<file path="src/logic/disp_macros.svh">
`ifndef DISP_MACROS_SVH
`define DISP_MACROS_SVH

// horizontal timing in pixels
`define DISP_H_ACTIVE       32
`define DISP_H_TOTAL        48
`define DISP_H_SYNC_START   36
`define DISP_H_SYNC_WIDTH   4

// vertical timing in lines
`define DISP_V_ACTIVE       8
`define DISP_V_TOTAL        12
`define DISP_V_SYNC_START   9
`define DISP_V_SYNC_WIDTH   2

// avalon burst length in 16-bit words
`define DISP_BURST          16

// pixel fifo, depth must be 2**aw
`define DISP_FIFO_DEPTH     64
`define DISP_FIFO_AW        6

`endif
</file>
<file path="src/logic/disp_pkg.sv">
package disp_pkg;

    // color view of one memory word, top nibble unused
    typedef struct packed {
        logic [3:0] unused;
        logic [3:0] r;
        logic [3:0] g;
        logic [3:0] b;
    } rgb_t;

    // fifo moves raw words, the output stage reads rgb
    typedef union packed {
        logic [15:0] raw;
        rgb_t        rgb;
    } pixel_u;

endpackage

</file>
<file path="src/logic/disp_timing_if.sv">
`timescale 1ns/1ns

interface disp_timing_if;
    logic       pck;            // pixel strobe, high every second clk
    logic [9:0] hcnt;
    logic [9:0] vcnt;
    logic       active;         // inside the visible window
    logic       frame_start;    // one pck wide

    modport src (
        output pck,
        output hcnt,
        output vcnt,
        output active,
        output frame_start
    );

    modport dst (
        input pck,
        input hcnt,
        input vcnt,
        input active,
        input frame_start
    );
endinterface

</file>
<file path="src/logic/disp_ip.sv">
`timescale 1ns/1ns
`include "disp_macros.svh"

module disp_ip (
    input  logic                          clk,
    input  logic                          rst,
    // avalon-mm read master
    input  logic                          avm_waitrequest,
    input  logic [15:0]                   avm_readdata,
    input  logic                          avm_readdatavalid,
    output logic [25:0]                   avm_address,
    output logic                          avm_read,
    output logic [$clog2(`DISP_BURST):0]  avm_burstcount,
    // vga
    output logic [3:0]                    vga_r,
    output logic [3:0]                    vga_g,
    output logic [3:0]                    vga_b,
    output logic                          vga_hs,
    output logic                          vga_vs,
    // gpio side
    input  logic [25:0]                   disp_addr,
    input  logic                          disp_on,
    input  logic                          clr_vblank,
    output logic                          vblank
);

    localparam int BC_W = $clog2(`DISP_BURST) + 1;

    disp_timing_if tim ();

    logic                   frame_start;
    logic                   fifo_rd;
    logic [`DISP_FIFO_AW:0] fifo_level;
    disp_pkg::pixel_u       fifo_wdata;
    disp_pkg::pixel_u       fifo_rdata;

    assign avm_burstcount  = BC_W'(`DISP_BURST);  // fixed length
    assign fifo_wdata.raw  = avm_readdata;

    syncgen i_syncgen (
        .clk         (clk),
        .rst         (rst),
        .clr_vblank  (clr_vblank),
        .tim         (tim.src),
        .frame_start (frame_start),
        .vga_hs      (vga_hs),
        .vga_vs      (vga_vs),
        .vblank      (vblank)
    );

    disp_ctrl i_disp_ctrl (
        .clk               (clk),
        .rst               (rst),
        .frame_start       (frame_start),
        .disp_on           (disp_on),
        .disp_addr         (disp_addr),
        .fifo_level        (fifo_level),
        .avm_waitrequest   (avm_waitrequest),
        .avm_readdatavalid (avm_readdatavalid),
        .avm_address       (avm_address),
        .avm_read          (avm_read)
    );

    // vs low flushes leftovers before the next fetch
    disp_fifo i_disp_fifo (
        .clk   (clk),
        .rst   (rst),
        .clr   (~vga_vs),
        .wr    (avm_readdatavalid),
        .wdata (fifo_wdata),
        .rd    (fifo_rd),
        .rdata (fifo_rdata),
        .level (fifo_level)
    );

    disp_out i_disp_out (
        .clk       (clk),
        .rst       (rst),
        .disp_on   (disp_on),
        .tim       (tim.dst),
        .fifo_data (fifo_rdata),
        .fifo_rd   (fifo_rd),
        .vga_r     (vga_r),
        .vga_g     (vga_g),
        .vga_b     (vga_b)
    );

endmodule

</file>
<file path="src/logic/disp_out.sv">
`timescale 1ns/1ns

module disp_out (
    input  logic             clk,
    input  logic             rst,
    input  logic             disp_on,
    disp_timing_if.dst       tim,
    input  disp_pkg::pixel_u fifo_data,
    output logic             fifo_rd,
    output logic [3:0]       vga_r,
    output logic [3:0]       vga_g,
    output logic [3:0]       vga_b
);

    logic frame_on;     // a fetch was started for this frame
    logic show;

    // follows the fetch side, which also starts only on frame_start
    always_ff @(posedge clk) begin
        if (rst) begin
            frame_on <= 1'b0;
        end else if (!disp_on) begin
            frame_on <= 1'b0;
        end else if (tim.frame_start) begin
            frame_on <= 1'b1;
        end
    end

    assign show    = tim.active && disp_on && frame_on;
    assign fifo_rd = tim.pck && show;   // one word per pixel

    ////////////////////
    // rgb register, held across both clks of a pixel

    always_ff @(posedge clk) begin
        if (rst) begin
            vga_r <= '0;
            vga_g <= '0;
            vga_b <= '0;
        end else if (tim.pck) begin
            vga_r <= show ? fifo_data.rgb.r : 4'h0;
            vga_g <= show ? fifo_data.rgb.g : 4'h0;
            vga_b <= show ? fifo_data.rgb.b : 4'h0;
        end
    end

endmodule

</file>
<file path="src/logic/disp_fifo.sv">
`timescale 1ns/1ns
`include "disp_macros.svh"

module disp_fifo (
    input  logic                   clk,
    input  logic                   rst,
    input  logic                   clr,
    input  logic                   wr,
    input  disp_pkg::pixel_u       wdata,
    input  logic                   rd,
    output disp_pkg::pixel_u       rdata,
    output logic [`DISP_FIFO_AW:0] level
);

    disp_pkg::pixel_u mem [`DISP_FIFO_DEPTH];

    logic [`DISP_FIFO_AW-1:0] wptr;
    logic [`DISP_FIFO_AW-1:0] rptr;
    logic                     empty;
    logic                     full;
    logic                     do_wr;
    logic                     do_rd;

    assign empty = (level == '0);
    assign full  = (level == (`DISP_FIFO_AW + 1)'(`DISP_FIFO_DEPTH));
    assign do_wr = wr && !full;
    assign do_rd = rd && !empty;    // underflow leaves the pointer alone

    always_ff @(posedge clk) begin
        if (rst || clr) begin
            wptr  <= '0;
            rptr  <= '0;
            level <= '0;
        end else begin
            if (do_wr) wptr <= wptr + 1'b1;
            if (do_rd) rptr <= rptr + 1'b1;
            case ({do_wr, do_rd})
                2'b10:   level <= level + 1'b1;
                2'b01:   level <= level - 1'b1;
                default: level <= level;
            endcase
        end
    end

    always_ff @(posedge clk) begin
        if (do_wr) begin
            mem[wptr] <= wdata;
        end
    end

    // show-ahead, zero word when empty
    assign rdata = empty ? '0 : mem[rptr];

endmodule

</file>
<file path="src/logic/disp_ctrl.sv">
`timescale 1ns/1ns
`include "disp_macros.svh"

module disp_ctrl (
    input  logic                   clk,
    input  logic                   rst,
    input  logic                   frame_start,
    input  logic                   disp_on,
    input  logic [25:0]            disp_addr,
    input  logic [`DISP_FIFO_AW:0] fifo_level,
    input  logic                   avm_waitrequest,
    input  logic                   avm_readdatavalid,
    output logic [25:0]            avm_address,
    output logic                   avm_read
);

    localparam int FRAME_WORDS = `DISP_H_ACTIVE * `DISP_V_ACTIVE;
    localparam int LEFT_W      = $clog2(FRAME_WORDS + 1);
    localparam int BEAT_W      = $clog2(`DISP_BURST);
    localparam int LVL_W       = `DISP_FIFO_AW + 1;

    localparam logic [1:0] S_IDLE = 2'd0;
    localparam logic [1:0] S_REQ  = 2'd1;
    localparam logic [1:0] S_RECV = 2'd2;

    logic [1:0]        state;
    logic [LEFT_W-1:0] words_left;   // words not yet requested
    logic [BEAT_W-1:0] beat_cnt;
    logic              start;
    logic              room;
    logic              accept;
    logic              last_beat;

    assign start     = (state == S_IDLE) && frame_start && disp_on;
    assign room      = (fifo_level <= LVL_W'(`DISP_FIFO_DEPTH - `DISP_BURST));
    assign accept    = avm_read && !avm_waitrequest;
    assign last_beat = avm_readdatavalid && (beat_cnt == BEAT_W'(`DISP_BURST - 1));

    ////////////////////
    // fsm

    always_ff @(posedge clk) begin
        if (rst) begin
            state      <= S_IDLE;
            avm_read   <= 1'b0;
            words_left <= '0;
            beat_cnt   <= '0;
        end else begin
            case (state)
                S_IDLE: begin
                    if (start) begin
                        words_left <= LEFT_W'(FRAME_WORDS);
                        state      <= S_REQ;
                    end
                end
                S_REQ: begin
                    if (!avm_read) begin
                        avm_read <= room;   // wait until a whole burst fits
                    end else if (accept) begin
                        avm_read   <= 1'b0;
                        words_left <= words_left - LEFT_W'(`DISP_BURST);
                        beat_cnt   <= '0;
                        state      <= S_RECV;
                    end
                end
                S_RECV: begin
                    if (avm_readdatavalid) begin
                        beat_cnt <= beat_cnt + 1'b1;
                    end
                    if (last_beat) begin
                        state <= (words_left == '0) ? S_IDLE : S_REQ;
                    end
                end
                default: state <= S_IDLE;
            endcase
        end
    end

    // byte address, steps one burst of 16-bit words
    always_ff @(posedge clk) begin
        if (start) begin
            avm_address <= disp_addr;
        end else if (accept) begin
            avm_address <= avm_address + 26'(2 * `DISP_BURST);
        end
    end

endmodule

</file>
<file path="src/logic/syncgen.sv">
`timescale 1ns/1ns
`include "disp_macros.svh"

module syncgen (
    input  logic       clk,
    input  logic       rst,
    input  logic       clr_vblank,
    disp_timing_if.src tim,
    output logic       frame_start,
    output logic       vga_hs,
    output logic       vga_vs,
    output logic       vblank
);

    // fetch starts on the first line after VS, once the fifo clear is over
    localparam int FETCH_LINE = `DISP_V_SYNC_START + `DISP_V_SYNC_WIDTH;

    logic pck;
    logic h_end;
    logic v_end;
    logic hs_dec;
    logic vs_dec;
    logic vs_d;

    ////////////////////
    // pixel strobe and raster counters

    always_ff @(posedge clk) begin
        if (rst) begin
            pck <= 1'b0;
        end else begin
            pck <= ~pck;
        end
    end

    assign h_end = (tim.hcnt == 10'(`DISP_H_TOTAL - 1));
    assign v_end = (tim.vcnt == 10'(`DISP_V_TOTAL - 1));

    always_ff @(posedge clk) begin
        if (rst) begin
            tim.hcnt <= '0;
            tim.vcnt <= '0;
        end else if (pck) begin
            tim.hcnt <= h_end ? '0 : tim.hcnt + 1'b1;
            if (h_end) begin
                tim.vcnt <= v_end ? '0 : tim.vcnt + 1'b1;
            end
        end
    end

    assign tim.pck         = pck;
    assign tim.active      = (tim.hcnt < 10'(`DISP_H_ACTIVE)) &&
                             (tim.vcnt < 10'(`DISP_V_ACTIVE));
    assign tim.frame_start = pck && (tim.hcnt == '0) && (tim.vcnt == 10'(FETCH_LINE));
    assign frame_start     = tim.frame_start;

    ////////////////////
    // sync pulses, updated on pck so they line up with rgb

    assign hs_dec = (tim.hcnt >= 10'(`DISP_H_SYNC_START)) &&
                    (tim.hcnt < 10'(`DISP_H_SYNC_START + `DISP_H_SYNC_WIDTH));
    assign vs_dec = (tim.vcnt >= 10'(`DISP_V_SYNC_START)) &&
                    (tim.vcnt < 10'(`DISP_V_SYNC_START + `DISP_V_SYNC_WIDTH));

    always_ff @(posedge clk) begin
        if (rst) begin
            vga_hs <= 1'b1;
            vga_vs <= 1'b1;
        end else if (pck) begin
            vga_hs <= ~hs_dec;  // active low
            vga_vs <= ~vs_dec;
        end
    end

    ////////////////////
    // sticky vblank for the cpu

    always_ff @(posedge clk) begin
        if (rst) begin
            vs_d   <= 1'b1;
            vblank <= 1'b0;
        end else begin
            vs_d <= vga_vs;
            if (clr_vblank) begin
                vblank <= 1'b0;         // clear beats set
            end else if (vs_d && !vga_vs) begin
                vblank <= 1'b1;
            end
        end
    end

endmodule

</file>
<file path="config.mk">
export PLATFORM = sky130hd
export DESIGN_NAME = disp_ip
export DESIGN_NICKNAME = d
export VERILOG_FILES = /design/src/logic/disp_pkg.sv /design/src/logic/disp_timing_if.sv /design/src/logic/disp_ip.sv /design/src/logic/disp_out.sv /design/src/logic/disp_fifo.sv /design/src/logic/disp_ctrl.sv /design/src/logic/syncgen.sv
export VERILOG_INCLUDE_DIRS = /design/src /design/src/logic
export SDC_FILE = /design/constraint.sdc
export NUM_CORES = 1
export LEC_CHECK = 0
export BUFFER_PORTS_ARGS = -buffer_cell sky130_fd_sc_hd__buf_4
export CORE_MARGIN = 1
export CORE_UTILIZATION = 41
export DETAILED_ROUTE_END_ITERATION = 8
export HOLD_SLACK_MARGIN = 0.15
export RECOVER_POWER = 100
export SYNTH_ARGS = -nofsm -noshare
export SYNTH_HDL_FRONTEND = slang
export SYNTH_HIERARCHICAL = 1
export SYNTH_SLANG_ARGS = --single-unit
</file>
<file path="constraint.sdc">
create_clock -name clk -period 9.72 [get_ports clk]
set_input_delay 2.43 -clock clk [delete_from_list [all_inputs] [get_ports clk]]
set_output_delay 2.43 -clock clk [all_outputs]
set_load 0.005 [all_outputs]
</file>
==> results of run 1 <==
[flip-flops by register name (all words and copies together) (netlist names), 5 cells and up, named ones only]
signal and count:
i_syncgen/tim.hcnt 10, i_disp_fifo/level 7, i_disp_fifo/rptr 6, i_disp_fifo/wptr 6, i_disp_ctrl/avm_address 26, i_syncgen/tim.vcnt 10
i_disp_fifo/mem 768, i_disp_ctrl/words_left 5
[metal layers]
metal	GRT usage, %	vias up	part of all wire, %
li1	-	7798	-
met1	27.4	9308	44
met2	28.9	706	47
met3	3.35	106	7.2
met4	5.35	0	2.3
met5	0	-	0
[path summary, 6_finish.rpt]
| path | startpoint | depth (start not counted) | to |
|---|---|---|---|
| hold reg to reg | i_disp_ctrl/words_left[8] | 1 | i_disp_ctrl/words_left[8] |
| hold / removal | i_disp_ctrl/words_left[8] | 1 | i_disp_ctrl/words_left[8] |
| setup / recovery | avm_readdatavalid | 6 | i_disp_fifo/mem[51][6] |
| setup reg to reg | flop | 7 | i_disp_out/vga_g[3] |
[final cells by class]
class / instances / area [µm²]
clock inverter: 58 / 514
multi-input combinational: 882 / 8460
tap: 1070 / 1340
fill: 6888 / 43800
timing repair buffer: 94 / 637
antenna: 1 / 2.50
clock buffer: 110 / 2410
sequential: 869 / 25300
inverter: 23 / 86.3
[stage by stage]
stage                     util, %  cell area [µm²]  total power, mW
after floorplan                 -            34500             4.22
final                        47.0            38800             7.64
after global routing         46.9            38800             7.87
after global placement       43.5            36000             4.32
after detailed placement     43.5            36000             4.33
after CTS                    47.1            38900             7.70
[power by group through the flow]
stage	combinational (mW)	sequential [mW]	clock [mW]
2_1_floorplan	0.0536	4.17	0
3_3_place_gp	0.145	4.17	0
3_5_place_dp	0.153	4.17	0
4_1_cts	0.153	4.09	3.46
5_1_grt	0.160	4.10	3.60
6_report	0.149	4.10	3.39
==> summary.txt, run 1 <==
Status
  • Outcome: complete, but fails checks
  • Violated checks: max-capacitance violations, max-slew violations

Worst setup path
  • FF-to-FF setup slack: 4.34 ns
  • Crit path buffers/inverters: 2
  • Worst-path fanout max: 12
  • Crit start category: input port
  • Kind of critical path: input port to flop
  • Slowest CP cell: nor2_1
  • CP arrival: 5.85 ns
  • Critical Path RT: 9.97 ns
  • Max incr delay on CP: 1.24 ns
  • Delay-heaviest family, CP: simple AND/OR/NAND/NOR gates
  • CP Capture Type: flop
  • Crit path cell chain: clkbuf_1 -> inv_1 -> a31oi_1 -> nor2b_1 -> nand3_1 -> nor2_1

Pwr
  • Sw power: 1.55 mW
  • Pwr/cell area: 197 nW/µm²
  • Worst VDD drop: 0.167 mV
  • Comb pwr share: 2.0%
  • Clock Power Share: 44.3%
  • Seq pwr share: 53.7%
  • Power Internal: 6.08 mW
  • Switching Share: 20.3%
  • Pleak: 11.8 nW

Detailed routing
  • Detailed-route via count: 17.9k
  • Total wire length: 79400 µm
  • Routed Antenna Nets: 0
  • Pre-antenna DRT Iters: 5
  • Iteration-0 DRC Markers: 1611
  • DRC Markers: 0
  • Drt via density: 5.77
  • Wire per inst: 25.5 µm

Timing
  • Min Tclk post-route: 5.61 ns
  • Period utilisation layout: 57.7%
  • Hold_ws: 0.477 ns
  • Worst-margin pin slew: 3.55 ns
  • Hold Violations, Final: 0
  • RSZ-0062 raised after global routing: false
  • Setup TNS: 0 ns
  • Pins Over Slew Limit: 826
  • Final setup fails: 0
  • Max Clock Freq: 178 MHz
  • Setup ws final: 4.11 ns
  • Max-slew headroom: -136%
  • Clock skew: 0.0243 ns

Clock network
  • Clock Tree Buf Depth: 3
  • CTS tree: yes
  • CTS Buf Count: 90
  • Post-CTS Setup Inserts: 0
  • H-tree depth: 3
  • Worst skew pair latency: 0.64 ns
  • Post-CTS Hold Buffers: 0
  • PostCTS Resize Cnt: 0
  • Clock sinks: 869
  • Root Driver: clkbuf_16
  • Worst-path clk slew: 0.06 ns

Placement
  • Place WS: 3.91 ns
  • DP HPWL: 45700 µm
  • Port Buffer Count: 85
  • Placed cell count: 2938
  • Final GP Congestion: 0.848

Global route
  • Initial antenna violation count: 0
  • Gr usage total: 18.8%
  • Vias in the first global route: 17.9k
  • GR Overflow Total: 0
  • First-pass GRT wire length: 118000 µm
  • Largest net degree at the start of global routing: 100

Cells and area
  • Most frequent cells in the layout: 794 x edfxtp_1, 192 x mux4_2, 135 x nor2_1
  • Final std cells w/o fill: 3107
  • Area grow syn2layout: 12.6%
  • # nets final: 2020
  • Commonest non-fill, non-tap cell in the layout: edfxtp_1
  • Layout cells sized above 1: 20.6%

Yosys
  • Mean post-synth cell area: 18.1 µm²
  • Cell Area, Synth: 34500 µm²
  • Synth warn: 6
  • Post-Synthesis Cells: 1904

Floorplanning
  • Die W: 292 µm
  • Die Y: 292 µm
  • Row count: 105
  • Boundary Pins: 95
  • Placeable core area: 82600 µm²
  • Die Area: 85200 µm²
  • Initial Util: 41.7%

Flow run
  • Max_cap viols: 13

Hold path
  • Worst hold path class: flop to flop
Note: power is estimated with default switching activity, not from simulation.
==> run 2: changes to the inputs <==
Clock period 9.72 ns to 5.3 ns, I/O delays scaled along.
==> summary.txt, run 2 (synthesized netlist as in run 1, its figures left out) <==
Status
  • Violated checks: max-capacitance violations, max-slew violations
  • Outcome: complete, but fails checks

Cells and area
  • Multi-input logic area: 8460 µm²
  • # nets final: 2097
  • Commonest non-fill, non-tap cell in the layout: edfxtp_1
  • Max reg flops: 768
  • Final std cells w/o fill: 3181
  • Post-route cell area: 39100 µm²
  • Area grow syn2layout: 13.4%
  • Layout cells sized above 1: 20.5%
  • Register Area: 25300 µm²
  • # diodes: 0
  • Most frequent cells in the layout: 794 x edfxtp_1, 192 x mux4_2, 135 x nor2_1
  • Largest regs: i_disp_fifo/mem (768), i_disp_ctrl/avm_address (26)
  • Largest register by flop count: i_disp_fifo/mem
  • # fillers: 6987

Worst setup path
  • Crit path depth: 13
  • Worst r2r dst: i_disp_fifo/level[4]
  • Max incr delay on CP: 0.80 ns
  • Slowest CP cell: and4_1
  • Kind of critical path: flop to flop
  • CP arrival: 4.73 ns
  • Crit-path most repeated cell: ha_1
  • Worst setup path startpoint: i_syncgen/tim.hcnt[9]
  • R2R Path Start: i_syncgen/tim.hcnt[9]
  • Crit path buffers/inverters: 1
  • CP Capture Type: flop
  • Critical Path RT: 5.76 ns
  • Delay-heaviest family, CP: simple AND/OR/NAND/NOR gates
  • Worst-path fanout max: 18
  • Reg2reg path depth: 13
  • Crit start category: flop
  • Crit path cell chain: or4_1 -> nor2_1 -> and4_1 -> o21ai_4 -> inv_2 -> ha_1 -> xor2_1 -> ha_1 -> nand3b_1 -> o211ai_1 -> o2111ai_1 -> nand4_1 -> nor3b_1
  • FF-to-FF setup slack: 1.03 ns

Pwr
  • Pleak: 12.0 nW
  • Sw power: 2.80 mW
  • Comb pwr share: 2.0%
  • Switching Share: 20.2%
  • Power Internal: 11.0 mW
  • Worst VDD drop: 0.372 mV
  • Clock Power Share: 43.6%
  • Seq pwr share: 54.4%
  • Pwr/cell area: 354 nW/µm²
  • Tot Pwr: 13.8 mW

Floorplanning
  • Die W: 292 µm
  • Die Y: 292 µm
  • Row count: 105
  • Placeable core area: 82600 µm²
  • Die Area: 85200 µm²
  • Initial Util: 41.7%
  • Boundary Pins: 95

Global route
  • Vias in the first global route: 18.0k
  • Initial antenna violation count: 0
  • First-pass GRT wire length: 119000 µm
  • GR Overflow Total: 0
  • Largest net degree at the start of global routing: 65
  • Gr usage total: 18.9%

Hold path
  • Hold Startpoint: i_disp_out/vga_g[2]
  • Hold depth: 1
  • Worst hold endpoint: i_disp_out/vga_g[2]
  • Worst hold path class: flop to flop

Detailed routing
  • Pre-antenna DRT Iters: 5
  • Detailed-route via count: 18.4k
  • Total wire length: 80200 µm
  • Wire per inst: 25.2 µm
  • Iteration-0 DRC Markers: 1900
  • DRC Markers: 0
  • Routed Antenna Nets: 0
  • Drt via density: 5.79

Clock network
  • PostCTS Resize Cnt: 0
  • H-tree depth: 3
  • Post-CTS Setup Inserts: 0
  • Post-CTS Hold Buffers: 0
  • CTS Buf Count: 89
  • Root Driver: clkbuf_16
  • Clock Tree Buf Depth: 3
  • CTS tree: yes
  • Worst-path clk slew: 0.06 ns
  • Worst skew pair latency: 0.64 ns
  • Clock sinks: 869

Placement
  • Final GP Congestion: 0.844
  • Placed Instance Area: 36600 µm²
  • Placed cell count: 3016
  • DP HPWL: 47600 µm
  • Port Buffer Count: 85

Timing
  • Worst-margin pin slew: 3.45 ns
  • Clock skew: 0.0198 ns
  • Pins Over Slew Limit: 821
  • Min Tclk post-route: 4.27 ns
  • Setup TNS: 0 ns
  • Final setup fails: 0
  • Max Clock Freq: 234 MHz
  • Period utilisation layout: 80.5%
  • Hold_ws: 0.476 ns
  • RSZ-0062 raised after global routing: false
  • Max-slew headroom: -130%
  • Hold Violations, Final: 0

Flow run
  • Max_cap viols: 13
[run 2: cell count changes in the layout (fill, tap and decap cells not counted), moves of 2 or more]
cell	delta
buf_12	+3
buf_4	+12
bufinv_16	-2
clkbuf_1	+63
clkbuf_16	-3
clkbuf_4	+4
clkbuf_8	+4
clkinv_4	-2
clkinvlp_4	-5
inv_6	+2
[run 2: per-layer routing]
| metal | wire (µm) | up-vias | track usage, % |
|---|---|---|---|
| met5 | 0 | - | 0 |
| met4 | 1560 | 0 | 4.45 |
| met3 | 5890 | 96 | 3.20 |
| met2 | 37800 | 698 | 29.5 |
| met1 | 34900 | 9667 | 27.7 |
| li1 | - | 7946 | - |
[run 2: power by group through the flow]
stage                     sequential, mW  clock, mW  combinational [mW]
after floorplan                     7.65          0              0.0982
after global placement              7.65          0               0.272
after detailed placement            7.65          0               0.285
after CTS                           7.51       6.15               0.285
after global routing                7.52       6.41               0.295
final                               7.52       6.02               0.276
[run 2: worst max path at each step]
stage	end	slack, ns
after CTS	i_disp_ctrl/avm_address[25]	1.62
after detailed placement	i_disp_fifo/mem[39][1]	1.41
after global routing	i_disp_fifo/level[4]	0.82
final	i_disp_fifo/level[4]	1.03
after global placement	i_disp_fifo/mem[47][4]	1.39
after floorplan	i_disp_fifo/level[4]	1.83
[run 2: cell type report]
class	count	share of cell area, %
inverters	23	0.221
repair buffers	172	2.66
clock buffers	115	6.16
clock inverters	50	1.03
multi-input cells	882	21.6
flip-flops and latches	869	64.9
well taps	1070	3.43
[run 2: per-stage QoR]
stage | setup WS [ns] | utilization (%)
after global placement | 1.39 | 44.3
after detailed placement | 1.41 | 44.3
after global routing | 0.815 | 47.3
after floorplan | 1.83 | -
final | 1.03 | 47.3
after CTS | 1.62 | 47.7
